<file path="config.mk">
export PLATFORM = sky130hd
export DESIGN_NAME = gcu_op_ctrl
export DESIGN_NICKNAME = d
export VERILOG_FILES = /design/src/verilog/main_bus_pkg.sv /design/src/verilog/gcu_op_ctrl.sv
export SDC_FILE = /design/constraint.sdc
export NUM_CORES = 1
export LEC_CHECK = 0
export ABC_CLOCK_PERIOD_IN_PS = 1410
export BUFFER_PORTS_ARGS = -buffer_cell sky130_fd_sc_hd__clkbuf_2
export CAP_MARGIN = 40
export CORE_AREA = 2 2 39 41
export DETAILED_ROUTE_END_ITERATION = 6
export DIE_AREA = 0 0 41 43
export GPL_TIMING_DRIVEN = 0
export PLACE_DENSITY = 0.82
export SYNTH_ARGS = -nofsm -noshare
export SYNTH_HDL_FRONTEND = slang
export SYNTH_SLANG_ARGS = --single-unit
export TNS_END_PERCENT = 50
</file>
<file path="constraint.sdc">
create_clock -name CLK96 -period 1.41 [get_ports CLK96]
set_input_delay 0 -clock CLK96 [delete_from_list [all_inputs] [get_ports CLK96]]
set_output_delay 0 -clock CLK96 [all_outputs]
set_load 0.01 [all_outputs]
</file>
<file path="src/verilog/main_bus_pkg.sv">
// main cpu bus package: memory map, bus and chip-select types for the snowbro2 glue
package main_bus_pkg;

    // cpu bus as the glue sees it, addr is a 68000 word address (A23..A1)
    typedef struct packed {
        logic [22:0] addr;
        logic        rw;      // 1 = read
        logic        as_n;
        logic        uds_n;
        logic        lds_n;
        logic [15:0] dout;    // cpu write data
    } cpu_bus_t;

    // one registered select per region
    typedef struct packed {
        logic rom;
        logic ram;
        logic palram;
        logic gcu;
        logic io;
        logic ym2151;
        logic oki;
    } bus_sel_t;

    // region matches, compared against the byte address
    localparam logic [23:0] ROM_LIMIT     = 24'h07FFFF;  // 0x000000-0x07FFFF
    localparam logic [7:0]  RAM_PAGE      = 8'h10;       // 0x10xxxx
    localparam logic [3:0]  GCU_NIBBLE    = 4'h3;        // 0x3xxxxx
    localparam logic [3:0]  PALRAM_NIBBLE = 4'h4;        // 0x4xxxxx
    localparam logic [15:0] YM2151_PAGE   = 16'h5000;    // 0x5000xx
    localparam logic [15:0] OKI_PAGE      = 16'h6000;    // 0x6000xx
    localparam logic [11:0] IO_PAGE       = 12'h700;     // 0x700xxx

    // address widths, all in 16-bit words
    localparam int RAM_AW    = 15;   // 32K words of work ram
    localparam int PALRAM_AW = 11;   // 2K words of palette
    localparam int PRG_AW    = 19;

    // gcu register byte offsets within its page
    localparam logic [3:0] GCU_OFS_PTR    = 4'h0;
    localparam logic [3:0] GCU_OFS_DATA_H = 4'h4;
    localparam logic [3:0] GCU_OFS_DATA_L = 4'h6;
    localparam logic [3:0] GCU_OFS_SELECT = 4'h8;
    localparam logic [3:0] GCU_OFS_WRITE  = 4'hC;

    // operation requests towards the gcu, each held until it acknowledges
    typedef struct packed {
        logic select_reg;
        logic write_reg;
        logic write_ram;
        logic read_ram_h;
        logic read_ram_l;
        logic set_ram_ptr;
    } gcu_op_t;

endpackage
</file>
<file path="src/verilog/gcu_op_ctrl.sv">
// gcu operation control: turns register accesses into strobes held until the gcu acknowledges
`timescale 1ns/10ps

module gcu_op_ctrl
    import main_bus_pkg::*;
(
    input  logic     CLK96,
    input  logic     RESET96,
    input  cpu_bus_t bus,
    input  bus_sel_t sel,
    input  logic     gcu_ack,
    output gcu_op_t  op
);

    logic [3:0] reg_ofs;

    assign reg_ofs = {bus.addr[2:0], 1'b0};  // byte offset in the gcu page

    always_ff @(posedge CLK96 or posedge RESET96) begin
        if (RESET96) begin
            op <= '0;
        end else if (sel.gcu) begin
            if (bus.rw) begin
                case (reg_ofs)
                    GCU_OFS_DATA_H: op.read_ram_h <= 1'b1;
                    GCU_OFS_DATA_L: op.read_ram_l <= 1'b1;
                    default: ;
                endcase
            end else begin
                case (reg_ofs)
                    GCU_OFS_PTR:    op.set_ram_ptr <= 1'b1;
                    GCU_OFS_SELECT: op.select_reg  <= 1'b1;
                    GCU_OFS_WRITE:  op.write_reg   <= 1'b1;
                    GCU_OFS_DATA_H,
                    GCU_OFS_DATA_L: op.write_ram   <= 1'b1;  // either half of the data port
                    default: ;
                endcase
            end
        end else if (gcu_ack) begin
            // ack only counts once the cpu has left the gcu page
            op <= '0;
        end
    end

    // a new request can only come from a decoded gcu access the cycle before
    a_op_from_access: assert property (
        @(posedge CLK96) disable iff (RESET96)
        (|(op & ~$past(op))) |-> $past(sel.gcu)
    ) else $error("gcu op raised without a gcu access");

endmodule

</file>
Yosys cells after proc, flatten, opt, wreduce, memory -nomap -nowiden
Index checks and enable logic that the tools add are counted.
{"block": "totals", "regBits": 6, "elab_cells": 38, "in_bits": 53, "out_inout_bits": 6}
{"block": "op_classes", "n_mux": 11, "eq_ne": 12, "n_reduce_logical": 9}
{"op": "$reduce_and A3 Y1", "n": 6}
{"op": "$mux W6", "n": 2}
{"op": "$ne A2 B1 Y1 const B", "n": 6}
{"op": "$mux W1", "n": 7}
{"op": "$eq A3 B2 Y1 const B", "n": 2}
{"op": "$eq A3 B3 Y1 const B", "n": 2}
{"op": "$logic_not A4 Y1", "n": 1}
{"op": "$ne A2 B2 Y1 const B", "n": 2}
{"op": "$mux W3", "n": 1}
{"op": "$mux W2", "n": 1}
{"op": "$reduce_bool A2 Y1", "n": 1}
{"op": "$reduce_or A2 Y1", "n": 1}

Longest topological paths before layout
{"block": "logic_depth", "ltp_word": 5, "depth_mapped": 2, "mapped_depth_nobuf": 2}

Worst setup path before layout
OpenSTA, ideal clock, no wires.
{"block": "synth_timing", "path_type": "register -> register", "startpoint": "register op[4] (netlist name)", "endpoint": "register op[4] in the netlist's numbering", "period_less_slack_ps": 811, "path_slack_ps": 599, "arrival_time_ps": 690, "setup_time_ps": 121, "required_ps": 1289, "path_stages_with_launch": 3, "n_path_buf": 0, "cell_sequence": "dfrtp_1 nor2b_1 o22a_1"}
{"element": "to (decl)", "line": "gcu_op_ctrl.sv:12", "text": "output gcu_op_t op"}

Worst setup path in the final report
{"block": "layout_timing", "startpoint": "input port bus[20] in the netlist's numbering", "endpoint": "register op[5] in the netlist's numbering"}
{"block": "layout_via", "elab_chain_cells": 3}
{"element": "from (decl)", "line": "gcu_op_ctrl.sv:9", "text": "input cpu_bus_t bus,"}
{"element": "$eq A3 B3 Y1", "line": "gcu_op_ctrl.sv:30", "text": "case (reg_ofs)"}
{"element": "$ne A2 B1 Y1 (no source line)"}
{"element": "$reduce_and A3 Y1 (no source line)"}
No other way between the ends.
A chain may end at the register's enable or synchronous reset.

==> results.txt <==
Antenna violations before repair = 0
Reg2reg path depth = 2
Io pins = 59
RSZ-0062 raised after global routing = false
Synthesized area = 266.5 um^2
CTS max path bufs = 2
Leakage = 0.2140 nW
Die area = 1763 um^2
Commonest non-fill, non-tap cell in the layout = clkbuf_2
Most frequent cells in the layout = clkbuf_2, dfrtp_1, o2bb2ai_1, dlygate4sd3_1
Area taken by multi-input logic gates = 105.1 um^2
Hold WC Path Type = primary input to flop
CTS tree = done
Worst slew pin tran = 247.7 ps
DRT Wirelength = 549 um
Gate power share = 16.3%
Setup TNS = 0 ps
Fmax = 0.8401 GHz
Row count = 14
Fin crit period = 1190 ps
Synth area leaders = dfrtp_1, o2bb2ai_1, or4b_4
Clock root buffer = clkbuf_4
Clock slew at reported path FFs = 40 ps
Seq/Total Area, Yosys = 56.34%
Clock power frac = 36.6%
Crit-path slowest cell = dlygate4sd3_1
Vias per cell = 4.123
Die span in x = 41 um
Worst slew margin = 83.26%
Synth warnings = 0
Status = completed
Switching Share = 22.22%
Share of layout cells above drive strength 1 = 41.46%
CTS Buf Count = 3
Worst hold slack = 39.74 ps
Worst R2R Setup Slack = 610 ps
Post-route cell area = 414.1 um^2
P per Cell Area = 982.7 nW/um^2
Cells after synthesis = 21
1st-pass router iterations = 2
Fin crit share = 84.42%
RD Place Congestion = 0.5996
First-pass GRT wire length = 821 um
Synth-to-layout area growth = 55.40%
WL met1 = 251 um
Syn avg cell area = 12.69 um^2
Critical Path AT = 1350 ps
Clock latency on the worst-skew pair = 240 ps
Total inserted antenna cells = 0
All-Layer GR Usage = 7.520%
R2R Path Start = op[4]
Critical-path cell list = dlygate4sd3_1, clkbuf_2, or4b_4, o2bb2ai_1
Max FFs per register = 6
Cell taking the most area after synthesis = dfrtp_1
Sequential power share = 47.1%
Dpl cell area = 351.6 um^2
CP peak stage delay = 540 ps
Worst-path maximum fanout = 4
Hold Crit Depth = 2
CP delay by family, top = buffers and inverters
NetSw = 0.00009043 W
Largest regs = op (6)
Final ANT Viol Nets = 0
Critical path endpoint category = flop
Final hold vios = 0
Largest Register = op
Met3 WL post-DR = 43 um
DR iter-0 viols = 3
Starting Density = 19.26%
P_int = 0.0003165 W
Vias = 235
FF/Latch Area = 150.1 um^2
Aggregate global routing overflow = 0
Worst r2r dst = op[4]
Yosys top cell area share = 56.34%
# setup viols final = 0
Highest Signal Layer = met3
Residual DRC count = 0
Max cap viols = 0
Core Region = 1384 um^2
Distinct cell type count after synthesis = 10
Setup crit start kind = primary input
Met2 WL = 254 um
Post-DR wirelength/cell = 9.632 um
Peak supply drop = 213.0 uV
Final max-slew violation count = 0
Setup Skew = 0 ps
FILL cells = 148
Crit Path Category = primary input to flop
Critical Path Start = bus[20]
Port bufs = 13
Number of global-route vias before repair = 231
CP Depth = 4
Worst Setup EP = op[5]
Syn Nets = 74
#FFs+latches synth = 6
Die H = 43 um
CP bufs+invs = 2
Layout Nets = 96
Largest net degree at the start of global routing = 7
CP required = 1570 ps
H-tree levels = 1
Clock sink count = 6
[stage by stage]
step	util [%]	power (W)	cells	setup slack (ps)
finish	29.93	0.0004070	57	219.7
global route	29.93	0.0004331	57	160.0
CTS	29.93	0.0004155	57	236.7
detailed placement	25.41	0.0002528	50	524.1
global placement	25.41	0.0002519	50	529.6
floorplan	-	0.0002212	21	598.9
[how the worst min path moves through the flow]
stage | from | to | slack (ps)
after detailed placement | RESET96 | op[4] | -100
after global placement | RESET96 | op[4] | -100
after global routing | sel[3] | op[4] | 60
after floorplan | RESET96 | op[0] | -210
after CTS | sel[3] | op[4] | 40
final | sel[3] | op[4] | 40
[logic make-up after synthesis]
| family | share of synthesized area [%] |
|---|---|
| flip-flops | 56.34 |
| AO/OA/AOI/OAI | 19.72 |
| AND/OR/NAND/NOR | 19.72 |
| buffers and inverters | 4.225 |
[Yosys cell counts]
| library cell | n |
|---|---|
| nand2b_1 | 1 |
| o2bb2ai_1 | 5 |
| nand4b_1 | 1 |
| dfrtp_1 | 6 |
| o22a_1 | 1 |
| nand3b_1 | 1 |
| nor4bb_1 | 1 |
| or4b_4 | 1 |
| nor2b_1 | 1 |
| inv_1 | 3 |
[worst reg2reg max path: cells and delay by family (launching register included)]
kind | cells | cell delay [ps]
AO/OA/AOI/OAI | 1 | 170
flip-flops | 1 | 380
AND/OR/NAND/NOR | 1 | 140
[metal layers]
metal,track usage [%],vias to the layer above
met2,11.25,9
met5,0,-
li1,-,120
met4,6.000,0
met1,6.689,106
met3,4.712,0
[final cells by class]
cell class                 instances  area share (%)
sequential                         6           36.25
multi-input combinational         12           25.38
timing repair buffer              17           25.38
clock buffer                       3           5.438
tap                               16           4.834
inverter                           3           2.719
[power groups by stage]
| stage | logic [W] | registers [W] | clock network [W] |
|---|---|---|---|
| 6_report | 0.0000664 | 0.000192 | 0.000149 |
| 5_1_grt | 0.0000746 | 0.000193 | 0.000166 |
| 4_1_cts | 0.0000673 | 0.000192 | 0.000156 |
| 3_5_place_dp | 0.0000586 | 0.000194 | 0 |
| 3_3_place_gp | 0.0000577 | 0.000194 | 0 |
| 2_1_floorplan | 0.0000214 | 0.000200 | 0 |
[what timing repair did]
action | CTS | global route
resized for setup | 0 | 0
setup buffers | 0 | 0
hold buffers | 4 | 0
endpoints found under the hold margin | 9 | 0
Power figures use the tool's default switching activity.
