===== config.mk =====
export PLATFORM = sky130hd
export DESIGN_NAME = main_addr_decode
export DESIGN_NICKNAME = d
export VERILOG_FILES = /design/src/verilog/main_bus_pkg.sv /design/src/verilog/main_addr_decode.sv
export SDC_FILE = /design/constraint.sdc
export NUM_CORES = 1
export LEC_CHECK = 0
export ABC_CLOCK_PERIOD_IN_PS = 800
export BUFFER_PORTS_ARGS = -buffer_cell sky130_fd_sc_hd__buf_2
export CAP_MARGIN = 15
export CORE_ASPECT_RATIO = 1.2
export CORE_MARGIN = 5
export CORE_UTILIZATION = 40
export CTS_CLUSTER_DIAMETER = 50
export DETAILED_ROUTE_END_ITERATION = 8
export MAX_ROUTING_LAYER = met4
export PLACE_DENSITY = 0.76
export SLEW_MARGIN = 30
export SYNTH_ARGS = -nofsm -noshare
export SYNTH_HDL_FRONTEND = slang
export SYNTH_SLANG_ARGS = --single-unit

===== constraint.sdc =====
create_clock -name CLK96 -period 0.8 [get_ports CLK96]
set_input_delay 0 -clock CLK96 [delete_from_list [all_inputs] [get_ports CLK96]]
set_output_delay 0 -clock CLK96 [all_outputs]
set_load 0.1 [all_outputs]

===== src/verilog/main_bus_pkg.sv =====
// main cpu bus package: memory map, bus and chip-select types for the snowbro2 glue
package main_bus_pkg;

    // cpu bus as the glue sees it, addr is a 68000 word address (A23..A1)
    typedef struct packed {
        logic [22:0] addr;
        logic        rw;      // 1 = read
        logic        as_n;
        logic        uds_n;
        logic        lds_n;
        logic [15:0] dout;    // cpu write data
    } cpu_bus_t;

    // one registered select per region
    typedef struct packed {
        logic rom;
        logic ram;
        logic palram;
        logic gcu;
        logic io;
        logic ym2151;
        logic oki;
    } bus_sel_t;

    // region matches, compared against the byte address
    localparam logic [23:0] ROM_LIMIT     = 24'h07FFFF;  // 0x000000-0x07FFFF
    localparam logic [7:0]  RAM_PAGE      = 8'h10;       // 0x10xxxx
    localparam logic [3:0]  GCU_NIBBLE    = 4'h3;        // 0x3xxxxx
    localparam logic [3:0]  PALRAM_NIBBLE = 4'h4;        // 0x4xxxxx
    localparam logic [15:0] YM2151_PAGE   = 16'h5000;    // 0x5000xx
    localparam logic [15:0] OKI_PAGE      = 16'h6000;    // 0x6000xx
    localparam logic [11:0] IO_PAGE       = 12'h700;     // 0x700xxx

    // address widths, all in 16-bit words
    localparam int RAM_AW    = 15;   // 32K words of work ram
    localparam int PALRAM_AW = 11;   // 2K words of palette
    localparam int PRG_AW    = 19;

    // gcu register byte offsets within its page
    localparam logic [3:0] GCU_OFS_PTR    = 4'h0;
    localparam logic [3:0] GCU_OFS_DATA_H = 4'h4;
    localparam logic [3:0] GCU_OFS_DATA_L = 4'h6;
    localparam logic [3:0] GCU_OFS_SELECT = 4'h8;
    localparam logic [3:0] GCU_OFS_WRITE  = 4'hC;

    // operation requests towards the gcu, each held until it acknowledges
    typedef struct packed {
        logic select_reg;
        logic write_reg;
        logic write_ram;
        logic read_ram_h;
        logic read_ram_l;
        logic set_ram_ptr;
    } gcu_op_t;

endpackage

===== src/verilog/main_addr_decode.sv =====
// main address decoder: registers one chip select per region while the address strobe is low
`timescale 1ns/10ps

module main_addr_decode
    import main_bus_pkg::*;
(
    input  logic              CLK96,
    input  logic              RESET96,
    input  cpu_bus_t          bus,
    output bus_sel_t          sel,
    output logic [PRG_AW-1:0] prg_addr
);

    logic [23:0] byte_addr;
    bus_sel_t    next_sel;

    // byte view keeps the compares readable against the memory map
    assign byte_addr = {bus.addr, 1'b0};

    always_comb begin
        next_sel        = '0;
        next_sel.rom    = byte_addr <= ROM_LIMIT;
        next_sel.ram    = byte_addr[23:16] == RAM_PAGE;
        next_sel.gcu    = byte_addr[23:20] == GCU_NIBBLE;
        next_sel.palram = byte_addr[23:20] == PALRAM_NIBBLE;  // direct palette access
        next_sel.ym2151 = byte_addr[23:8] == YM2151_PAGE;
        next_sel.oki    = byte_addr[23:8] == OKI_PAGE;
        next_sel.io     = byte_addr[23:12] == IO_PAGE;
    end

    always_ff @(posedge CLK96 or posedge RESET96) begin
        if (RESET96) begin
            sel      <= '0;
            prg_addr <= '0;
        end else if (!bus.as_n) begin
            sel      <= next_sel;
            prg_addr <= bus.addr[PRG_AW-1:0];  // rom word address, latched with the select
        end else begin
            sel <= '0;  // drop everything between cycles
        end
    end

    // regions must never overlap, whatever the address
    a_one_select: assert property (
        @(posedge CLK96) disable iff (RESET96) $onehot0(sel)
    ) else $error("more than one chip select active: %b", sel);

endmodule


==> impl_metrics.sql, run 1 <==
INSERT INTO impl_metrics (metric_group, metric, value, unit) VALUES
('placement', 'portBuffers', '51', ''),
('logic_synthesis', 'syn-cell-area', '1033', 'um^2'),
('logic_synthesis', 'synth_seq_area_share', '62.95', '%'),
('cts', 'cts.sink_count', '26', ''),
('placement', 'place_inst', '172', ''),
('cts', 'cts_hold_buf', '24', ''),
('logic_synthesis', 'postSynthRegisterBits', '26', ''),
('logic_synthesis', 'synth_nets', '112', ''),
('cts', 'clock_tree.htree_level_count', '1', ''),
('die', 'i_o_pins', '71', ''),
('logic_synthesis', 'number_of_cells_produced_by_synthesis', '67', ''),
('status', 'outcome', 'aborted with a tool error', ''),
('logic_synthesis', 'synth-edff-count', '0', ''),
('status', 'stop_stage', 'clock tree synthesis', ''),
('cts', 'cts_resized', '22', ''),
('logic_synthesis', 'ys_types', '17', ''),
('cts', 'cts-root-buf', 'clkbuf_4', ''),
('placement', 'routabilityCongestion', '0.6896', ''),
('die', 'initial_utilization', '41.30', '%'),
('cts', 'cts.path.max_buffers', '2', ''),
('cts', 'postCtsSetupBuffers', '3', ''),
('die', 'core.rowCount', '20', ''),
('cts', 'numCtsBuffers', '3', ''),
('die', 'fp.dieH', '65.68', 'um'),
('logic_synthesis', 'async_reset_ff_share', '100.0', '%'),
('logic_synthesis', 'synthFlopType', 'dfrtp_1', ''),
('status', 'error', '[ERROR DPL-0033] detailed placement checks failed during check placement.', ''),
('logic_synthesis', 'syn_area_per_cell', '15.43', 'um^2'),
('placement', 'post-dp-hpwl', '2.294', 'mm'),
('die', 'dieWidth', '56.40', 'um'),
('logic_synthesis', 'yosys_warnings', '0', '');
## cell families after synthesis
logic type,synth area share (%)
buffers and inverters,2.179
muxes,20.70
DFF,62.95
and+or+nand+nor,14.17
## metrics by stage
| stage | area [um^2] | worst slack (ps) | hold slack [ps] |
|---|---|---|---|
| floorplan | 1185 | -217.5 | 39.93 |
| global placement | 2038 | -28.27 | 59.47 |
| detailed placement | 2038 | -54.12 | 69.47 |
## Yosys cell counts, drive strengths merged (2+ instances only)
library cell  instances  area [um^2]
buf                   2        18.77
dfrtp                26        650.6
mux2                 19        214.0
nand2                 2        7.510
nand4                 2        12.51
nor2                  5        18.77
nor3                  2        15.01
nor4                  3        55.05
==> run 2: changes to the inputs <==
CORE_AREA = 5 5 66 68   (was not set)
CORE_ASPECT_RATIO = not set   (was 1.2)
CORE_MARGIN = not set   (was 5)
CORE_UTILIZATION = not set   (was 40)
CTS_CLUSTER_DIAMETER = not set   (was 50)
DIE_AREA = 0 0 71 73   (was not set)
MAX_ROUTING_LAYER = not set   (was met4)
PLACE_DENSITY = not set   (was 0.76)
PLACE_DENSITY_LB_ADDON = 0.15   (was not set)
==> run 2 against run 1 <==
  * The flow now finishes, with violations (negative setup slack)
  * Synthesized cell count stayed put
  * Area after synthesis stayed put
==> impl_metrics.sql, run 2 <==
INSERT INTO impl_metrics (metric_group, metric, value, unit) VALUES
('status', 'outcome', 'finished, violations left', ''),
('status', 'failing_checks', 'negative setup slack', ''),
('logic_synthesis', 'postSynthRegisterBits', '26', ''),
('sta', 'report.final.hold_viol_count', '0', ''),
('job', 'maxCapViolations', '0', ''),
('cts', 'clock_tree_from_tritoncts', 'built', ''),
('route', 'drt_pass1_iterations', '4', ''),
('route', 'wirelength', '2.790', 'mm'),
('logic_synthesis', 'netlist_top_cells_count', '26 x dfrtp_1, 19 x mux2_2, 5 x nor2_1', ''),
('logic_synthesis', 'syn_area_per_cell', '15.43', 'um^2'),
('cts', 'cts-root-buf', 'clkbuf_8', ''),
('power', 'relative_contribution_of_combinational_cells_to_total_power', '43.1', '%'),
('sta', 'report.final.slew_viol_count', '0', ''),
('power', 'leakage', '1.026', 'nW'),
('sta', 'fin_crit_sh', '130.1', '%'),
('route', 'drt_iter0_drc', '19', ''),
('placement', 'placement.cell_area', '2044', 'um^2'),
('cells_and_area', 'diodes', '0', ''),
('power', 'switching_power', '1.504', 'mW'),
('die', 'floorplan.die_area', '5183', 'um^2'),
('logic_synthesis', 'yosys_warnings', '0', ''),
('die', 'dieWidth', '71', 'um'),
('die', 'fp.dieH', '73', 'um'),
('cts', 'clock_tree.htree_level_count', '1', ''),
('cts', 'cts.sink_count', '26', ''),
('route', 'num_vias', '856', ''),
('critical_path', 'worstPathRequired', '800', 'ps'),
('logic_synthesis', 'synth_nets', '112', ''),
('cts', 'cts.path.max_buffers', '2', ''),
('critical_path', 'capturing_element_type_of_the_critical_path', 'output port', ''),
('cells_and_area', 'syn_to_final_growth', '122.8', '%'),
('cells_and_area', 'n_fill_cell', '312', ''),
('power', 'finalPower', '4.221', 'mW'),
('cells_and_area', 'largest_registers', 'prg_addr (19), sel (7)', ''),
('critical_path', 'startpoint_type', 'flop', ''),
('global_route', 'vias_in_the_first_global_route', '1022', ''),
('critical_path', 'critPathArrivalTime', '1040', 'ps'),
('power', 'power_switching_share', '35.62', '%'),
('logic_synthesis', 'number_of_cells_produced_by_synthesis', '67', ''),
('power', 'p_int', '2.717', 'mW'),
('sta', 'timing.final.crit_period', '1041', 'ps'),
('logic_synthesis', 'synthMostInstantiatedCell', 'dfrtp_1', ''),
('cells_and_area', 'final_design_area_no_fill', '2302', 'um^2'),
('die', 'initial_utilization', '27.21', '%'),
('logic_synthesis', 'synth_largest_type_area_fraction', '62.95', '%'),
('cells_and_area', 'design.final.nets', '199', ''),
('placement', 'post-dp-hpwl', '2.001', 'mm'),
('placement', 'routabilityCongestion', '0.6623', ''),
('logic_synthesis', 'yosys-top-cells-area', 'dfrtp_1 63%, mux2_2 21%, nor4_4 4.1%', ''),
('logic_synthesis', 'async_reset_ff_share', '100.0', '%'),
('route', 'avgViaCountPerCell', '4.217', ''),
('logic_synthesis', 'synth_seq_area_share', '62.95', '%'),
('global_route', 'grt_antenna_before_repair', '0', ''),
('sta', 'rsz0062_at_grt', 'yes', ''),
('die', 'placeableCoreArea', '3799', 'um^2'),
('logic_synthesis', 'syn-cell-area', '1033', 'um^2'),
('sta', 'setup_viol_count_final', '46', ''),
('cts', 'numCtsBuffers', '3', ''),
('sta', 'tightest_slew', '328.8', 'ps'),
('placement', 'portBuffers', '51', ''),
('logic_synthesis', 'synthFlopType', 'dfrtp_1', ''),
('route', 'route.detailed.drc', '0', ''),
('global_route', 'gr-usage-all-layers', '11.75', '%'),
('sta', 'clock_skew', '0', 'ps'),
('die', 'core.rowCount', '23', ''),
('cells_and_area', 'registers.top_by_ff_count', 'prg_addr', ''),
('logic_synthesis', 'synth-edff-count', '0', ''),
('critical_path', 'crit_fanout', '2', ''),
('critical_path', 'worstSetupPathType', 'flop to output port', ''),
('global_route', 'overflow', '0', ''),
('logic_synthesis', 'yosys.area.top_type', 'dfrtp_1', ''),
('logic_synthesis', 'ys_types', '17', ''),
('power', 'register_share_of_total_power', '36.7', '%'),
('sta', 'fmax', '960.7', 'MHz'),
('power', 'power_dens_cells', '1833', 'nW/um^2'),
('route', 'wl_per_cell', '13.74', 'um'),
('die', 'i_o_pins', '71', ''),
('cells_and_area', 'most-common-layout-cells', '27 x buf_12, 25 x buf_2, 19 x mux2_4, 19 x dfrtp_4, 18 x buf_6', ''),
('power', 'power.ir.vdd_worst', '887.7', 'uV'),
('cts', 'path_clk_slew', '90', 'ps'),
('power', 'pwr-share-clk', '20.1', '%'),
('cells_and_area', 'final_common_cell', 'buf_12', ''),
('cells_and_area', 'number_of_flip_flops_in_the_largest_register', '19', ''),
('route', 'ant_nets', '0', ''),
('min_path', 'worstHoldPathType', 'input pin to flop', ''),
('global_route', 'grt_pass1_wl', '4.795', 'mm'),
('cells_and_area', 'final_layout_size_suffix_gt1_share', '83.01', '%'),
('cts', 'clk_latency', '270', 'ps'),
('global_route', 'grt_start_max_net_pins', '27', ''),
('sta', 'max_slew_margin', '78.08', '%'),
('sta', 'layout_setup_ws', '-240.9', 'ps');
-- run 2: cell counts after synthesis --
No cell type changed its count.
-- run 2: through the flow --
stage | setup slack [ps] | util (%) | hold slack (ps) | instances | setup TNS (ps)
finish | -240.9 | 60.61 | 4.696 | 203 | -5712
CTS | -243.3 | 60.47 | -12.47 | 204 | -6137
floorplan | -217.5 | - | 39.93 | 67 | -4132
global route | -266.2 | 60.61 | 0.7020 | 203 | -6767
global placement | -47.94 | 53.82 | 67.29 | 187 | -542.6
detailed placement | -53.87 | 53.82 | 73.93 | 187 | -648.8
-- run 2: critical path, cell delays in order, from the launching register on --
cell and delay (ps):
dfrtp_4 490, buf_6 120, buf_12 150
-- run 2: per-layer routing --
layer  up-vias  track usage, %  routed length, um
li1        405               -                  -
met1       411           13.51               1124
met2        34           20.39               1404
met3         6           3.168                204
met4         0           5.428                 56
met5         -               0                  0
-- run 2: power groups by stage --
stage	combinational, mW	clock, mW	sequential (mW)
CTS	1.83	0.867	1.55
detailed placement	1.72	0	1.56
global route	1.88	0.936	1.56
floorplan	0.227	0	2.30
global placement	1.71	0	1.56
finish	1.82	0.850	1.55
-- run 2: path summary, 6_finish.rpt --
path                               from      endpoint  slack (ps)  depth (start not counted)
setup / recovery            prg_addr[2]   prg_addr[2]        -240                          2
hold / removal                  bus[27]        sel[1]           5                          4
setup reg to reg            prg_addr[0]   prg_addr[0]         -70                          1
hold reg to reg            prg_addr[18]  prg_addr[18]         580                          1
max in group asynchronous       RESET96   prg_addr[8]         190                          4
min in group asynchronous       RESET96   prg_addr[7]         340                          4
-- run 2: timing repair --
item,4_1_cts,5_1_grt
pin swaps,0,3
hold endpoints to repair,40,2
endpoints found under the setup margin,45,48
hold buffers,13,1
setup buffers,0,0
resized for setup,18,2
-- run 2: final cells by class --
| class | count | area [um^2] | share of cell area, % |
|---|---|---|---|
| Clock buffer | 4 | 55.05 | 2.391 |
| Sequential cell | 26 | 730.7 | 31.74 |
| Multi-Input combinational cell | 38 | 446.7 | 19.40 |
| Tap cell | 50 | 62.56 | 2.717 |
| Inverter | 1 | 3.754 | 0.1630 |
| Timing Repair Buffer | 84 | 1003 | 43.59 |
-- run 2: cells by family (layout without fill, tap and decap cells) --
family,count (synthesis),count (layout),share of synthesized area [%]
flip-flops,26,26,62.95
multiplexers,19,19,20.70
AND/OR/NAND/NOR,19,19,14.17
buffers and inverters,3,89,2.179
No activity file was read; power rests on OpenSTA's default activity.
==> run 3: changes to the inputs <==
PLACE_DENSITY_LB_ADDON = 0.1   (was 0.15)
==> run 3 against run 2 <==
  * The flow finishes with violations (negative hold slack, negative setup slack)
  * Critical endpoint is now prg_addr[10]
  * Worst hold slack lost 67 ps
  * Clock power shrank 0.7%
  * Worst setup slack is essentially flat
  * Via count shrank 0.70%
  * Sequential power is essentially flat
  * Highest routed layer unchanged
==> impl_metrics.sql, run 3 (same netlist as run 2, synthesis figures left out) <==
INSERT INTO impl_metrics (metric_group, metric, value, unit) VALUES
('status', 'outcome', 'finished, violations left', ''),
('status', 'failing_checks', 'negative hold slack, negative setup slack', ''),
('die', 'core.rowCount', '23', ''),
('cells_and_area', 'n_fill_cell', '319', ''),
('sta', 'tightest_slew', '330.3', 'ps'),
('sta', 'rsz0062_at_grt', 'yes', ''),
('power', 'leakage', '1.037', 'nW'),
('route', 'avgViaCountPerCell', '4.146', ''),
('cts', 'cts.sink_count', '26', ''),
('cells_and_area', 'most-common-layout-cells', '28 x buf_12, 25 x buf_2, 19 x mux2_4, 19 x dfrtp_4, 17 x buf_6', ''),
('critical_path', 'capturing_element_type_of_the_critical_path', 'output port', ''),
('route', 'ant_nets', '0', ''),
('cts', 'cts-root-buf', 'clkbuf_8', ''),
('sta', 'setup_viol_count_final', '45', ''),
('cts', 'cts.path.max_buffers', '2', ''),
('sta', 'report.final.slew_viol_count', '0', ''),
('sta', 'fmax', '960.6', 'MHz'),
('sta', 'fin_worst_hold_slack', '-62.05', 'ps'),
('die', 'fp.dieH', '73', 'um'),
('route', 'drt_iter0_drc', '24', ''),
('placement', 'pre_cts_slack', '-71.12', 'ps'),
('cells_and_area', 'final_design_area_no_fill', '2333', 'um^2'),
('job', 'maxCapViolations', '0', ''),
('cells_and_area', 'design.final.nets', '201', ''),
('critical_path', 'worstPathRequired', '800', 'ps'),
('critical_path', 'worstSetupPathType', 'flop to output port', ''),
('route', 'drt_pass1_iterations', '3', ''),
('sta', 'report.final.hold_viol_count', '1', ''),
('global_route', 'grt_pass1_wl', '4.705', 'mm'),
('cts', 'path_clk_slew', '90', 'ps'),
('global_route', 'overflow', '0', ''),
('sta', 'fin_crit_sh', '130.1', '%'),
('cells_and_area', 'final_layout_size_suffix_gt1_share', '82.58', '%'),
('global_route', 'grt_start_max_net_pins', '27', ''),
('sta', 'max_slew_margin', '77.98', '%'),
('critical_path', 'crit_fanout', '2', ''),
('cts', 'numCtsBuffers', '3', ''),
('placement', 'routabilityCongestion', '0.6840', ''),
('sta', 'clock_skew', '0', 'ps'),
('route', 'route.detailed.drc', '0', ''),
('sta', 'timing.final.crit_period', '1041', 'ps'),
('cells_and_area', 'syn_to_final_growth', '125.8', '%'),
('cells_and_area', 'registers.top_by_ff_count', 'prg_addr', ''),
('cells_and_area', 'final_common_cell', 'buf_12', ''),
('die', 'i_o_pins', '71', ''),
('cts', 'postCtsSetupBuffers', '0', ''),
('cells_and_area', 'number_of_flip_flops_in_the_largest_register', '19', ''),
('power', 'power_dens_cells', '1810', 'nW/um^2'),
('cells_and_area', 'largest_registers', 'prg_addr (19), sel (7)', ''),
('placement', 'post-dp-hpwl', '2.147', 'mm'),
('cts', 'clock_tree_from_tritoncts', 'built', ''),
('route', 'wl_per_cell', '13.86', 'um'),
('global_route', 'gr-usage-all-layers', '11.64', '%'),
('sta', 'layout_setup_ws', '-241.0', 'ps'),
('min_path', 'worstHoldPathType', 'input pin to flop', ''),
('placement', 'portBuffers', '51', ''),
('placement', 'placement.cell_area', '2057', 'um^2'),
('critical_path', 'reg2reg_depth', '1', ''),
('die', 'dieWidth', '71', 'um'),
('power', 'power.ir.vdd_worst', '881.5', 'uV'),
('route', 'num_vias', '850', ''),
('global_route', 'grt_antenna_before_repair', '0', ''),
('critical_path', 'startpoint_type', 'flop', ''),
('critical_path', 'critPathArrivalTime', '1040', 'ps'),
('cells_and_area', 'diodes', '0', ''),
('route', 'wirelength', '2.841', 'mm'),
('global_route', 'vias_in_the_first_global_route', '978', ''),
('die', 'initial_utilization', '27.21', '%'),
('die', 'floorplan.die_area', '5183', 'um^2'),
('die', 'placeableCoreArea', '3799', 'um^2'),
('min_path', 'whs_path_depth', '2', ''),
('cts', 'clock_tree.htree_level_count', '1', ''),
('cts', 'clk_latency', '260', 'ps');
[run 3: cell types whose count changed in the layout (fill, tap and decap cells not counted), sizes merged]
cell | before | now
dlygate4sd3 | 12 | 14
[run 3: final timing paths]
kind / from / end / slack, ps
min in group asynchronous: RESET96 / prg_addr[4] / 330
worst min-delay path: bus[42] / sel[3] / -60
worst max-delay path: prg_addr[10] / prg_addr[10] / -240
worst min register to register: prg_addr[18] / prg_addr[18] / 580
worst max register to register: prg_addr[0] / prg_addr[0] / -70
max in group asynchronous: RESET96 / prg_addr[14] / 180
[run 3: stage by stage]
step                      cells  setup TNS (ps)  util (%)  total power [mW]
final                       205           -5609     61.43             4.223
after global routing        205           -6589     61.43             4.392
after CTS                   206           -6227     61.23             4.262
after detailed placement    187          -759.4     54.15             3.286
after global placement      187          -655.8     54.15             3.269
after floorplan              67           -4132         -             2.524
[run 3: per-layer routing]
layer / wire [um] / track usage, % / vias up
met1: 1180 / 14.56 / 408
met5: 0 / 0 / -
met4: 17 / 3.132 / 0
met2: 1455 / 19.88 / 28
met3: 189 / 3.168 / 2
li1: - / - / 412
[run 3: repair_timing]
action / CTS / global route
hold buffers: 15 / 1
gates resized for setup: 17 / 3
pin swaps: 0 / 2
endpoints found under the setup margin: 45 / 48
hold endpoints to repair: 41 / 2
[run 3: cell type report]
class | instances | area [um^2] | share of cell area [%]
repair buffers | 86 | 1032 | 44.24
flip-flops and latches | 26 | 730.7 | 31.31
multi-input cells | 38 | 449.2 | 19.25
well taps | 50 | 62.56 | 2.681
clock buffers | 4 | 55.05 | 2.359
inverters | 1 | 3.754 | 0.1609
[run 3: report_power, final]
group | leakage [nW] | internal, mW | switching (mW)
registers | 0.291 | 1.47 | 0.0796
clock network | 0.0288 | 0.439 | 0.405
logic | 0.718 | 0.811 | 1.01
total | 1.04 | 2.72 | 1.50
[run 3: worst max-delay path: stages (launching register included)]
cell and delay, ps:
dfrtp_4 490, buf_6 130, buf_12 150
