[src/verilog/cabinet_pkg.sv]
// cabinet package: player, coin, system and dip inputs plus the i/o page offsets
package cabinet_pkg;

    // everything here arrives active low from the cabinet side
    typedef struct packed {
        logic [9:0] joystick1;
        logic [9:0] joystick2;
        logic [9:0] joystick3;
        logic [9:0] joystick4;
        logic [3:0] start;
        logic [3:0] coin;
        logic       service;
        logic       test;
        logic [7:0] dip_a;   // dips go to the cpu as they are
        logic [7:0] dip_b;
        logic [7:0] dip_c;
    } cabinet_in_t;

    // byte offsets inside the 0x700xxx page
    localparam logic [11:0] IO_DSW_C = 12'h000;  // jumper block
    localparam logic [11:0] IO_DSW_A = 12'h004;
    localparam logic [11:0] IO_DSW_B = 12'h008;
    localparam logic [11:0] IO_IN1   = 12'h00C;
    localparam logic [11:0] IO_IN2   = 12'h010;
    localparam logic [11:0] IO_IN3   = 12'h014;
    localparam logic [11:0] IO_IN4   = 12'h018;
    localparam logic [11:0] IO_SYS   = 12'h01C;

endpackage

[src/verilog/main_bus_pkg.sv]
// main cpu bus package: memory map, bus and chip-select types for the snowbro2 glue
package main_bus_pkg;

    // cpu bus as the glue sees it, addr is a 68000 word address (A23..A1)
    typedef struct packed {
        logic [22:0] addr;
        logic        rw;      // 1 = read
        logic        as_n;
        logic        uds_n;
        logic        lds_n;
        logic [15:0] dout;    // cpu write data
    } cpu_bus_t;

    // one registered select per region
    typedef struct packed {
        logic rom;
        logic ram;
        logic palram;
        logic gcu;
        logic io;
        logic ym2151;
        logic oki;
    } bus_sel_t;

    // region matches, compared against the byte address
    localparam logic [23:0] ROM_LIMIT     = 24'h07FFFF;  // 0x000000-0x07FFFF
    localparam logic [7:0]  RAM_PAGE      = 8'h10;       // 0x10xxxx
    localparam logic [3:0]  GCU_NIBBLE    = 4'h3;        // 0x3xxxxx
    localparam logic [3:0]  PALRAM_NIBBLE = 4'h4;        // 0x4xxxxx
    localparam logic [15:0] YM2151_PAGE   = 16'h5000;    // 0x5000xx
    localparam logic [15:0] OKI_PAGE      = 16'h6000;    // 0x6000xx
    localparam logic [11:0] IO_PAGE       = 12'h700;     // 0x700xxx

    // address widths, all in 16-bit words
    localparam int RAM_AW    = 15;   // 32K words of work ram
    localparam int PALRAM_AW = 11;   // 2K words of palette
    localparam int PRG_AW    = 19;

    // gcu register byte offsets within its page
    localparam logic [3:0] GCU_OFS_PTR    = 4'h0;
    localparam logic [3:0] GCU_OFS_DATA_H = 4'h4;
    localparam logic [3:0] GCU_OFS_DATA_L = 4'h6;
    localparam logic [3:0] GCU_OFS_SELECT = 4'h8;
    localparam logic [3:0] GCU_OFS_WRITE  = 4'hC;

    // operation requests towards the gcu, each held until it acknowledges
    typedef struct packed {
        logic select_reg;
        logic write_reg;
        logic write_ram;
        logic read_ram_h;
        logic read_ram_l;
        logic set_ram_ptr;
    } gcu_op_t;

endpackage
[src/verilog/io_read_mux.sv]
// cpu read mux: builds cabinet and sound words and registers the read data by priority
`timescale 1ns/10ps

module io_read_mux
    import main_bus_pkg::*;
    import cabinet_pkg::*;
(
    input  logic        CLK96,
    input  logic        RESET96,
    input  cpu_bus_t    bus,
    input  bus_sel_t    sel,
    input  cabinet_in_t cab,
    input  logic [15:0] gcu_dout,
    input  logic [15:0] prg_data,
    input  logic [15:0] ram_q,
    input  logic [15:0] pal_q,
    input  logic [7:0]  ym_dout,
    input  logic [7:0]  oki_dout,
    output logic [15:0] cpu_din
);

    logic [11:0] io_ofs;
    logic        io_hit;
    logic [15:0] io_word;
    logic [15:0] next_din;

    // cabinet is active low, the game wants active high
    function automatic logic [7:0] player_byte(input logic [9:0] joy, input logic has_b6);
        logic [7:0] b;
        b    = '0;
        b[0] = ~joy[3];
        b[1] = ~joy[2];
        b[2] = ~joy[1];
        b[3] = ~joy[0];
        b[4] = ~joy[4];
        b[5] = ~joy[5];
        b[6] = has_b6 & ~joy[6];  // third button only on players 3 and 4
        return b;
    endfunction

    assign io_ofs = {bus.addr[10:0], 1'b0};

    always_comb begin
        io_hit  = sel.io & bus.rw;
        io_word = '0;
        case (io_ofs)
            IO_IN1:   io_word = {2{player_byte(cab.joystick1, 1'b0)}};
            IO_IN2:   io_word = {2{player_byte(cab.joystick2, 1'b0)}};
            IO_IN3:   io_word = {2{player_byte(cab.joystick3, 1'b1)}};
            IO_IN4:   io_word = {2{player_byte(cab.joystick4, 1'b1)}};
            IO_SYS:   io_word = {cab.dip_c, 1'b0, ~cab.start[1], ~cab.start[0],
                                 ~cab.coin[1], ~cab.coin[0], ~cab.test, 1'b0, ~cab.service};
            IO_DSW_A: io_word = {2{cab.dip_a}};
            IO_DSW_B: io_word = {2{cab.dip_b}};
            IO_DSW_C: io_word = {2{cab.dip_c}};
            default:  io_hit  = 1'b0;  // unmapped port reads as zero
        endcase
    end

    always_comb begin
        if (sel.gcu && bus.rw)         next_din = gcu_dout;
        else if (sel.rom)              next_din = prg_data;
        else if (sel.ram && bus.rw)    next_din = ram_q;
        else if (sel.palram && bus.rw) next_din = pal_q;
        else if (io_hit)               next_din = io_word;
        else if (sel.oki && bus.rw)    next_din = {2{oki_dout}};
        else if (sel.ym2151 && bus.rw) next_din = {2{ym_dout}};
        else                           next_din = '0;
    end

    always_ff @(posedge CLK96 or posedge RESET96) begin
        if (RESET96) cpu_din <= '0;
        else         cpu_din <= next_din;
    end

endmodule

[config.mk]
export PLATFORM = sky130hd
export DESIGN_NAME = io_read_mux
export DESIGN_NICKNAME = d
export VERILOG_FILES = /design/src/verilog/cabinet_pkg.sv /design/src/verilog/main_bus_pkg.sv /design/src/verilog/io_read_mux.sv
export SDC_FILE = /design/constraint.sdc
export NUM_CORES = 1
export LEC_CHECK = 0
export ABC_AREA = 1
export BUFFER_PORTS_ARGS = -buffer_cell sky130_fd_sc_hd__buf_2
export CORE_AREA = 4 4 84 86
export CTS_BUF_LIST = sky130_fd_sc_hd__clkbuf_2
export DETAILED_ROUTE_END_ITERATION = 6
export DIE_AREA = 0 0 88 90
export HOLD_SLACK_MARGIN = 0.15
export PLACE_DENSITY_LB_ADDON = 0.12
export SLEW_MARGIN = 20
export SYNTH_ARGS = -nofsm -noshare
export SYNTH_HDL_FRONTEND = slang
export SYNTH_SLANG_ARGS = --single-unit
[constraint.sdc]
create_clock -name CLK96 -period 0.8 [get_ports CLK96]
set_clock_uncertainty 0.1 [all_clocks]
set_input_delay 0.04 -clock CLK96 [delete_from_list [all_inputs] [get_ports CLK96]]
set_output_delay 0.04 -clock CLK96 [all_outputs]
set_load 0.1 [all_outputs]
## Word level (Yosys, flattened, before mapping)

Cells that the tools add are included.

- Bits in registers: 16
- Input bits: 206
- Output and inout port bits: 16
- Word-level logic and storage cells: 57

- Eq/ne operators: 7
- Multiplexer cells: 9
- Bitwise gates (word level): 33
- Reductions and logical operators: 7

Operators by type and width:

| operator | count |
|---|---|
| $pmux W16 S8 | 1 |
| $mux W16 | 7 |
| $eq A11 B4 Y1 const B | 4 |
| $not A1 Y1 | 32 |
| $eq A11 B3 Y1 const B | 2 |
| $logic_not A12 Y1 | 1 |
| $eq A11 B2 Y1 const B | 1 |
| $reduce_or A8 Y1 | 1 |
| $logic_and A1 B1 Y1 | 5 |
| $and A1 B1 Y1 | 1 |
| $mux W1 | 1 |

## Logic depth before layout (Yosys ltp)

Gate-level depths: netlist (run 1).

- Depth after elaboration: 8
- Depth in mapped cells: 15
- Gate-level depth less buffers: 13

## Least setup slack after synthesis (run 1)

No wires, ideal clock.

- Path type: input to register
- Start point: in bus[29] (netlist bit)
- End point: reg cpu_din[6]
- Setup time: 0.066 ns
- Data arrival time: 1.219 ns
- Data required time: 0.634 ns
- Setup slack: -0.585 ns
- Cell stages on the path: 15
- Buffers on the path: 2
- Cell sequence: nor2_1 nand2_1 nor2_2 buf_4 buf_2 nand3_1 o21ai_1 inv_1 nand2_1 nand2_1 nand3_1 nand2_1 nand2_1 nand2_1 nand2_1

- Word-level cells in the longest chain between the ends: 8
- Elaborated cells on any way between the ends: 16
- Classes of those cells: eq/ne: 7; mux: 7; reduce/logical: 2

Ends and longest elaborated chain:

| what | RTL line | text |
|---|---|---|
| start: declaration | io_read_mux.sv:10 | `input cpu_bus_t bus,` |
| $eq A11 B3 Y1 (tied with other cells) | io_read_mux.sv:46 | `case (io_ofs)` |
| $reduce_or A8 Y1 (no line) | n/a |  |
| $mux W1 | io_read_mux.sv:46 |  |
| $mux W16 (*) | io_read_mux.sv:65 | `else if (io_hit) next_din = io_word;` |
| $mux W16 (*) | io_read_mux.sv:64 | `else if (sel.palram && bus.rw) next_din = pal_q;` |
| $mux W16 (*) | io_read_mux.sv:63 | `else if (sel.ram && bus.rw) next_din = ram_q;` |
| $mux W16 (*) | io_read_mux.sv:62 | `else if (sel.rom) next_din = prg_data;` |
| $mux W16 (*) | io_read_mux.sv:61 | `if (sel.gcu && bus.rw) next_din = gcu_dout;` |
| net next_din[6] | io_read_mux.sv:25 | `logic [15:0] next_din;` |
| end signal: assignment | io_read_mux.sv:73 | `else cpu_din <= next_din;` |
| end: declaration | io_read_mux.sv:19 | `output logic [15:0] cpu_din` |

The timed path passes the listed nets; every way through them passes the cells marked *.

## Final worst setup path (run 1)

- Start point: in bus[29] (netlist bit)
- End point: reg cpu_din[10]

Same word-level chain as after synthesis.

==> results of run 1 <==
-- cells in the final DEF (no fill, tap or decap), drive strengths merged --
master / netlist / layout
nand3: 58 / 58
o221ai: 1 / 1
buf: 10 / 200
inv: 40 / 40
clkbuf: 13 / 6
clkinv: 0 / 1
dfrtp: 16 / 16
nor2: 100 / 100
nand2: 196 / 196
o21ai: 14 / 14
nand4: 1 / 1
dlygate4sd3: 0 / 17
nand3b: 32 / 32
-- through the flow --
| stage | cells | setup slack (ns) | utilization (%) | setup TNS [ns] |
|---|---|---|---|---|
| 3_3_place_gp | 728 | -0.833 | 61.6 | -12.70 |
| 4_1_cts | 753 | -0.497 | 66.8 | -11.72 |
| 6_report | 759 | -0.565 | 71.7 | -12.15 |
| 2_1_floorplan | 481 | -0.504 | - | -9.56 |
| 3_5_place_dp | 728 | -0.919 | 61.6 | -13.56 |
| 5_1_grt | 759 | -0.624 | 71.7 | -13.97 |
-- area by class of cell --
type / count / area, um^2 / area share [%]
clock buffer: 3 / 15.0 / 0.334
multi-input combinational: 402 / 2080 / 46.2
sequential: 16 / 412 / 9.15
tap: 77 / 96.3 / 2.14
timing repair buffer: 220 / 1740 / 38.7
clock inverter: 1 / 3.75 / 0.0834
inverter: 40 / 153 / 3.39
-- power by group through the flow --
stage / combinational, mW / sequential (mW) / clock, mW
floorplan: 0.572 / 1.61 / 0
global placement: 2.22 / 1.00 / 0
detailed placement: 2.24 / 1.00 / 0
CTS: 2.33 / 0.988 / 0.388
global route: 2.57 / 0.997 / 0.427
finish: 2.40 / 0.989 / 0.379
-- metal layers --
metal | share of wire, % | routed length, um | vias up | global-route usage, %
met4 | 2.4 | 246 | 0 | 5.88
li1 | - | - | 1903 | -
met2 | 50 | 5160 | 168 | 42.3
met5 | 0 | 0 | - | 0
met1 | 39 | 4040 | 1649 | 29.1
met3 | 9.2 | 956 | 22 | 2.47
-- cell families (layout without fill, tap and decap cells) --
kind of cell           Yosys count  after routing
AO/OA/AOI/OAI                   15             15
buffers and inverters           63            264
flip-flops                      16             16
AND/OR/NAND/NOR                387            387
-- critical path: stages --
cell and delay (ns):
buf_6 0.09, nor2_4 0.09, nand2_2 0.06, nor2_4 0.12, buf_12 0.15, o21ai_2 0.06
nand2_2 0.11, nor2_4 0.06, nor2_4 0.17, clkbuf_16 0.20, nand2_2 0.06, nand3_2 0.06
nand2_1 0.05, nand2_1 0.05, nand2_1 0.06, nand2_1 0.07
-- repair_timing --
item                                   CTS  global route
setup endpoints to repair               32            32
setup buffers                            3             2
endpoints found under the hold margin   32            16
pin swaps                                9            16
resized for setup                       17            49
gates cloned                             1             4
-- final timing paths --
| path | startpoint | end | slack [ns] | cells past startpoint |
|---|---|---|---|---|
| max | bus[29] | cpu_din[10] | -0.56 | 16 |
| min | prg_data[12] | cpu_din[12] | -0.04 | 5 |
| max in group asynchronous | RESET96 | cpu_din[1] | 0.23 | 4 |
| min in group asynchronous | RESET96 | cpu_din[3] | 0.17 | 4 |
==> run metrics, run 1 <==
Port Buffer Count around 170; total power 3.77 mW; RSZ-0062 raised after global routing yes; cell internal pwr just over 2 mW; CTS root buffer clkbuf_2; Fill cells around 530; Slew @ Worst Pin about 0.27 ns; die width roughly 90 um; # hold bufs at CTS 17; outcome complete, but fails checks; Initial Util 39.3%; Synth warnings 0; H-tree depth 1; WS Path Type in2reg; CTS clk-pin slew, worst paths approximately 0.17 ns; Cell variety after synth 20; Core Area 0.00628 mm^2; DRT iter0 DRCs 192; Cell Area, Placed approximately 0.0039 mm^2; Post-Route WL between 10 and 15 mm; area growth from synthesis to layout 82.4%; Peak supply drop 0.00109 V; synth top area cells nand2_1 (29%), dfrtp_1 (16%), nor2_1 (14%), nand3_1 (12%), nand3b_1 (9.7%); Syn Std Cell Area roughly 0.0025 mm^2; DP HPWL approximately 7.9 mm; register area share after synthesis between 10% and 20%; max-cap violations 0; DRC viols 0; Critical Path Fanout Max 8; Clock Path Buffers 2; fin crit share 171%; final net count slightly below 900; cells after synthesis around 480; Avg Inst Size Synth just over 5 um^2; area leader, netlist nand2_1; failing checks negative hold slack, negative setup slack; worst setup margin -0.565 ns; Top reg by flops cpu_din; antenna cells 0; Logic pwr share a little under two thirds; CP Capture Type flip-flop; Largest regs cpu_din (16); count leader, synth nand2_1; gr ovfl total 0; critical path arrival around 1.5 ns; GRT Resource Usage Total a little under a quarter; sequential power share a little over a quarter; WHS -0.0378 ns; Synth Area in XOR/XNOR 0%; global-route wire length before repair about 15 mm; Post-synth EDFFs 0; Psw about 1.7 mW; top post-synthesis cells by count nand2_1 (190), nor2_1 (89), nand3_1 (58), inv_1 (36), nand3b_1 (32); CTS Buf Count 3; Clock power frac about 10%; switching share of power roughly 46%; adder-cell share of the synthesized area 0%; pwr dens 838 mW/mm^2; Synth Register Bits 16; Hold WC Path Type in2reg; largest family of logic cells by synthesized area simple AND/OR/NAND/NOR gates; largest net degree at the start of global routing 33; Post-Synth Simple-Gate Area between 70% and 80%; Finished Cell Area roughly 0.0045 mm^2; Static Leak about 2.6 nW; Synth Flop Type dfrtp_1; Die ar. between 0.007 and 0.008 mm^2; Sink Count 16; Die Y about 90 um; initial antenna violation count 0; Final setup viols 32; Worst setup SP type input pin; gpl congestion approximately 0.94; Required @ worst endpoint between 0.9 and 1 ns; Compound-Gate Fraction of Synth Area around 3.3%; Final min period 1.36 ns; share of the synthesized area in the top cell type roughly 29%; drt first pass iters 4; fraction of final layout cells sized beyond drive strength 1 41.6%; DR vias/cell 4.93; post-synthesis async set-or-reset flop share 100%; routed len/inst approximately 14 um; I/O pins 222; Final ANT Viol Nets 0; Slew Limit Fails 0; vias after detailed routing between 3000 and 4000; vias in the first global route about 3500; Slew HR slightly above 80%; mux contribution to synthesized area 0%; f_max ~730 MHz; Final Hold Viols 15; Largest register FFs 16; CTS tree built; Post-Syn Nets around 690; row count 29
(Power assumes the default switching activity.)
==> run 2: changes to the inputs <==
Settings changed: CELL_PAD_IN_SITES_DETAIL_PLACEMENT from default to 0, CELL_PAD_IN_SITES_GLOBAL_PLACEMENT from default to 2, CORE_AREA 4 4 84 86 to default, CORE_MARGIN from default to 2, CORE_UTILIZATION from default to 17, DIE_AREA 0 0 88 90 to default.
==> run 2 against run 1 <==
Against the previous run: the run still ends with negative hold slack, negative setup slack left; routed wire length rose by 18%; global-route usage fell by 8.3 points; fmax about the same; highest routed layer unchanged; largest power group unchanged; critical path depth shrank 1.
==> run metrics, run 2 (synthesis gave the netlist of run 1 again) <==
drt first pass iters 4 (unchanged); Die ar. 0.0155 mm^2 (was 0.00792 mm^2); fraction of final layout cells sized beyond drive strength 1 41.8% (was 41.6%); Largest register FFs 16 (unchanged); cell internal pwr 2.05 mW (was 2.03 mW); Final ANT Viol Nets 0 (unchanged); switching share of power 46.8% (was 46.2%); final net count 903 (was 889); vias in the first global route 3825 (was 3516); routed len/inst 13.9 um (was 13.7 um); WHS -0.0551 ns (was -0.0378 ns); DP HPWL 9.78 mm (was 7.91 mm); Hold WC Path Type in2reg (unchanged); initial antenna violation count 0 (unchanged); Die Y 124 um (was 90 um); vias after detailed routing 3716 (was 3742); Final TNS setup -12.83 ns (was -12.15 ns); Slew @ Worst Pin 0.408 ns (was 0.269 ns); CTS clk-pin slew, worst paths 0.19 ns (was 0.17 ns); Initial Util 17.2% (was 39.3%); WS Path Type in2reg (unchanged); Final min period 1.37 ns (was 1.36 ns); row count 44 (was 29); Clock Path Buffers 2 (unchanged); Worst setup SP type input pin (unchanged); area growth from synthesis to layout 90.0% (was 82.4%); critical path arrival 1.54 ns (was 1.51 ns); largest net degree at the start of global routing 33 (unchanged); Largest regs cpu_din (16) (unchanged); Hold Path Depth 5 (unchanged); most frequent cells in the layout nand2_1 (171), buf_2 (152), nor2_1 (82) (was nand2_1 (167), buf_2 (149), nor2_1 (83)); Slew HR 72.5% (was 81.8%); Critical Path Fanout Max 8 (unchanged); Min-Delay Endpoint cpu_din[13] (was cpu_din[12]); f_max 732 MHz (was 733 MHz); Top reg by flops cpu_din (unchanged); sequential power share 25.7% (was 26.2%); Psw 1.81 mW (was 1.74 mW); CTS tree built (unchanged); CP Capture Type flip-flop (unchanged); I/O pins 222 (unchanged); Port Buffer Count 172 (unchanged); DRT iter0 DRCs 193 (was 192); antenna cells 0 (unchanged); Required @ worst endpoint 0.97 ns (was 0.95 ns); RSZ-0062 raised after global routing yes (unchanged); max-cap violations 0 (unchanged); Final setup viols 32 (unchanged); DR vias/cell 4.22 (was 4.93); Fill cells 1589 (was 533); Peak supply drop 0.000276 V (was 0.00109 V); # hold bufs at CTS 20 (was 17); outcome complete, but fails checks (unchanged); CTS Buf Count 3 (unchanged); global-route wire length before repair 19.1 mm (was 15.3 mm); H-tree depth 1 (unchanged); failing checks negative hold slack, negative setup slack (unchanged); fin crit share 171% (about the same); pwr dens 823 mW/mm^2 (was 838 mW/mm^2); Sink Count 16 (unchanged); DRC viols 0 (unchanged); gr ovfl total 0 (unchanged); Static Leak 2.63 nW (was 2.62 nW); Logic pwr share 63.7% (about the same); CTS root buffer clkbuf_2 (unchanged); commonest non-fill, non-tap cell in the layout nand2_1 (unchanged); Final Hold Viols 14 (was 15); Post-Route WL 12.2 mm (was 10.4 mm); Core Area 0.0144 mm^2 (was 0.00628 mm^2); Clock power frac 10.5% (was 10.0%); Slew Limit Fails 0 (unchanged); die width 124 um (was 88 um); gpl congestion 0.780 (was 0.942); Hold Startpoint prg_data[13] (was prg_data[12]); GRT Resource Usage Total 15.2% (was 23.5%); worst setup margin -0.566 ns (was -0.565 ns)
## run 2: stage by stage
stage                     utilization (%)  total power, mW  setup WS, ns  area (um^2)  std cells
after detailed placement             28.2             3.33        -0.968         4050        843
after global routing                 32.6             4.11        -0.693         4690        880
after floorplan                         -             2.19        -0.504         2570        481
after CTS                            31.3             3.85        -0.553         4490        876
after global placement               28.2             3.33        -0.944         4050        843
final                                32.6             3.86        -0.566         4690        880
## run 2: worst max-delay path by stage
stage,start,endpoint,slack (ns),depth (start not counted)
floorplan,bus[25],cpu_din[6],-0.50,15
global placement,bus[21],cpu_din[8],-0.94,13
detailed placement,bus[22],cpu_din[8],-0.97,13
CTS,bus[29],cpu_din[8],-0.55,16
global route,bus[29],cpu_din[4],-0.69,17
finish,bus[25],cpu_din[6],-0.57,15
## run 2: per-layer routing
layer  global-route usage, %  wire length [um]  vias to the layer above
met5                       0                 0                        -
met4                    1.59               118                        0
met3                    1.93               589                        8
met2                    27.2              5850                      107
met1                    20.1              5670                     1675
li1                        -                 -                     1926
## run 2: cell type report
| cell class | instances | area (um^2) | area share [%] |
|---|---|---|---|
| Tap cell | 184 | 230 | 4.91 |
| Clock buffer | 3 | 15.0 | 0.320 |
| Sequential cell | 16 | 412 | 8.78 |
| Multi-Input combinational cell | 402 | 2030 | 43.4 |
| Inverter | 40 | 153 | 3.26 |
| Clock inverter | 1 | 3.75 | 0.0801 |
| Timing Repair Buffer | 234 | 1840 | 39.3 |
## run 2: repair_timing
| action | in CTS | in global routing |
|---|---|---|
| setup endpoints to repair | 32 | 32 |
| cloned | 3 | 4 |
| pin swaps | 5 | 37 |
| gates resized for setup | 19 | 33 |
| endpoints found under the hold margin | 32 | 16 |
| setup buffers | 6 | 1 |
## run 2: worst max-delay path, cell delays in order
cell and delay [ns]:
buf_6 0.10, nor2_4 0.09, nand2_2 0.06, nor2_4 0.20, o21ai_1 0.12, nand2_2 0.14
nor2_4 0.06, nor2_4 0.17, buf_12 0.14, nand2_1 0.06, nand3_2 0.07, nand2_1 0.05
nand2_1 0.09, nand2_1 0.08, nand2_1 0.06
## run 2: power groups by stage
stage	registers [mW]	clock network [mW]	logic (mW)
2_1_floorplan	1.61	0	0.572
3_3_place_gp	1.01	0	2.32
3_5_place_dp	1.01	0	2.32
4_1_cts	0.995	0.422	2.43
5_1_grt	1.00	0.461	2.65
6_report	0.992	0.407	2.46
==> run 3: changes to the inputs <==
Settings changed: CORE_MARGIN 2 to default, RECOVER_POWER from default to 100.
==> run 3 against run 2 <==
Against the previous run: critical path depth increased by 1; final area down 2.8%; routed wire length shrank 7.4%; clock-buffer cell count unchanged; worst setup slack improved by 0.029 ns; die area shrank 3.2%; clock power fell by 13%; the flow still finishes with violations (negative hold slack, negative setup slack); global-route usage is essentially flat; core utilization shrank 0.19 points.
==> run metrics, run 3 (synthesis gave the netlist of run 1 again) <==
Final ANT Viol Nets 0 (unchanged); Worst setup SP type input pin (unchanged); fin crit share 167% (was 171%); CP Capture Type flip-flop (unchanged); Finished Layout Cells 868 (was 880); gpl congestion 0.729 (was 0.780); critical path arrival 1.47 ns (was 1.54 ns); GRT Resource Usage Total 15.2% (about the same); failing checks negative hold slack, negative setup slack (unchanged); drt first pass iters 4 (unchanged); global-route wire length before repair 17.6 mm (was 19.1 mm); crit path capture cpu_din[7] (was cpu_din[6]); RSZ-0062 raised after global routing yes (unchanged); Top reg by flops cpu_din (unchanged); Final setup viols 32 (unchanged); DP HPWL 9.47 mm (was 9.78 mm); Core Area 0.0140 mm^2 (was 0.0144 mm^2); vias after detailed routing 3640 (was 3716); CTS clk-pin slew, worst paths 0.15 ns (was 0.19 ns); Static Leak 2.57 nW (was 2.63 nW); WS Path Type in2reg (unchanged); Slew HR 67.7% (was 72.5%); Final TNS setup -11.85 ns (was -12.83 ns); Peak supply drop 0.000362 V (was 0.000276 V); die width 122 um (was 124 um); Slew Limit Fails 0 (unchanged); fraction of final layout cells sized beyond drive strength 1 41.7% (was 41.8%); most frequent cells in the layout nand2_1 (171), buf_2 (153), nor2_1 (83) (was nand2_1 (171), buf_2 (152), nor2_1 (82)); Final min period 1.34 ns (was 1.37 ns); routed len/inst 13.0 um (was 13.9 um); outcome complete, but fails checks (unchanged); largest net degree at the start of global routing 33 (unchanged); CTS root buffer clkbuf_2 (unchanged); Post-Route WL 11.3 mm (was 12.2 mm); gr ovfl total 0 (unchanged); initial antenna violation count 0 (unchanged); Required @ worst endpoint 0.93 ns (was 0.97 ns); area growth from synthesis to layout 84.6% (was 90.0%); Critical Path Fanout Max 15 (was 8); Initial Util 17.6% (was 17.2%); Psw 1.74 mW (was 1.81 mW); f_max 748 MHz (was 732 MHz); commonest non-fill, non-tap cell in the layout nand2_1 (unchanged); CTS tree built (unchanged); switching share of power 45.9% (was 46.8%); pwr dens 830 mW/mm^2 (was 823 mW/mm^2); cell internal pwr 2.05 mW (about the same); worst setup margin -0.537 ns (was -0.566 ns); max-cap violations 0 (unchanged); DRT iter0 DRCs 98 (was 193); Die Y 122 um (was 124 um); Clock Path Buffers 2 (unchanged); Port Buffer Count 172 (unchanged); row count 43 (was 44); Largest regs cpu_din (16) (unchanged); Clock power frac 9.4% (was 10.5%); total power 3.78 mW (was 3.86 mW); Die ar. 0.0150 mm^2 (was 0.0155 mm^2); final net count 895 (was 903); DRC viols 0 (unchanged); CTS Buf Count 3 (unchanged); # hold bufs at CTS 17 (was 20); Final Hold Viols 13 (was 14); Cell Area, Placed 0.00406 mm^2 (was 0.00405 mm^2); Logic pwr share 64.5% (was 63.7%); antenna cells 0 (unchanged); sequential power share 26.1% (was 25.7%); I/O pins 222 (unchanged); DR vias/cell 4.19 (was 4.22); Finished Cell Area 0.00456 mm^2 (was 0.00469 mm^2); Largest register FFs 16 (unchanged); H-tree depth 1 (unchanged); WHS -0.0346 ns (was -0.0551 ns); Placed Instances 839 (was 843); Hold WC Path Type in2reg (unchanged); Sink Count 16 (unchanged); CP Launch Point bus[24] (was bus[25]); Slew @ Worst Pin 0.480 ns (was 0.408 ns); vias in the first global route 3692 (was 3825)
run 3: layer usage:
| layer | part of all wire, % | vias up | global-route usage, % |
|---|---|---|---|
| met3 | 4.9 | 4 | 1.63 |
| met2 | 51 | 100 | 28.6 |
| met1 | 44 | 1626 | 18.8 |
| li1 | - | 1910 | - |
| met4 | 0.37 | 0 | 1.91 |
| met5 | 0 | - | 0 |
run 3: through the flow:
stage / worst slack [ns] / utilization (%)
global route: -0.643 / 32.4
detailed placement: -0.974 / 28.9
finish: -0.537 / 32.4
CTS: -0.543 / 32.3
floorplan: -0.504 / -
global placement: -0.948 / 28.9
run 3: repair_timing:
| item | CTS | global route |
|---|---|---|
| gates cloned | 3 | 0 |
| resized for setup | 41 | 14 |
| setup buffers | 6 | 0 |
| pin swaps | 10 | 5 |
| setup endpoints to repair | 32 | 32 |
| hold endpoints to repair | 32 | 20 |
run 3: power by group through the flow:
stage / clock network [mW] / registers (mW) / logic, mW
CTS: 0.384 / 0.990 / 2.46
global route: 0.420 / 0.996 / 2.64
global placement: 0 / 1.01 / 2.32
finish: 0.354 / 0.987 / 2.44
detailed placement: 0 / 1.01 / 2.33
floorplan: 0 / 1.61 / 0.572
run 3: critical path, cell delays in order:
cell and delay (ns):
buf_2 0.11, nor2_4 0.09, nand2_2 0.06, nor2_4 0.13, buf_8 0.17, o21ai_2 0.07, nand2_2 0.12, nor2_4 0.06
nor2_4 0.10, buf_12 0.14, nand2_1 0.07, nand3_2 0.06, nand2_1 0.06, nand2_1 0.08, nand2_1 0.07, nand2_1 0.06
run 3: worst min-delay path by stage:
stage / from / endpoint / slack, ns / cells past startpoint
final: prg_data[6] / cpu_din[6] / -0.03 / 5
after global routing: prg_data[14] / cpu_din[14] / -0.04 / 5
after CTS: prg_data[13] / cpu_din[13] / -0.05 / 5
after detailed placement: RESET96 / cpu_din[8] / -0.14 / 2
after global placement: RESET96 / cpu_din[8] / -0.14 / 2
after floorplan: RESET96 / cpu_din[11] / -0.15 / 1
run 3: area by class of cell:
cell class,count,area [um^2]
Clock buffer,3,15.0
Timing Repair Buffer,226,1710
Multi-Input combinational cell,402,2030
Tap cell,180,225
Sequential cell,16,412
Clock inverter,1,3.75
Fill cell,1599,9490
Inverter,40,153
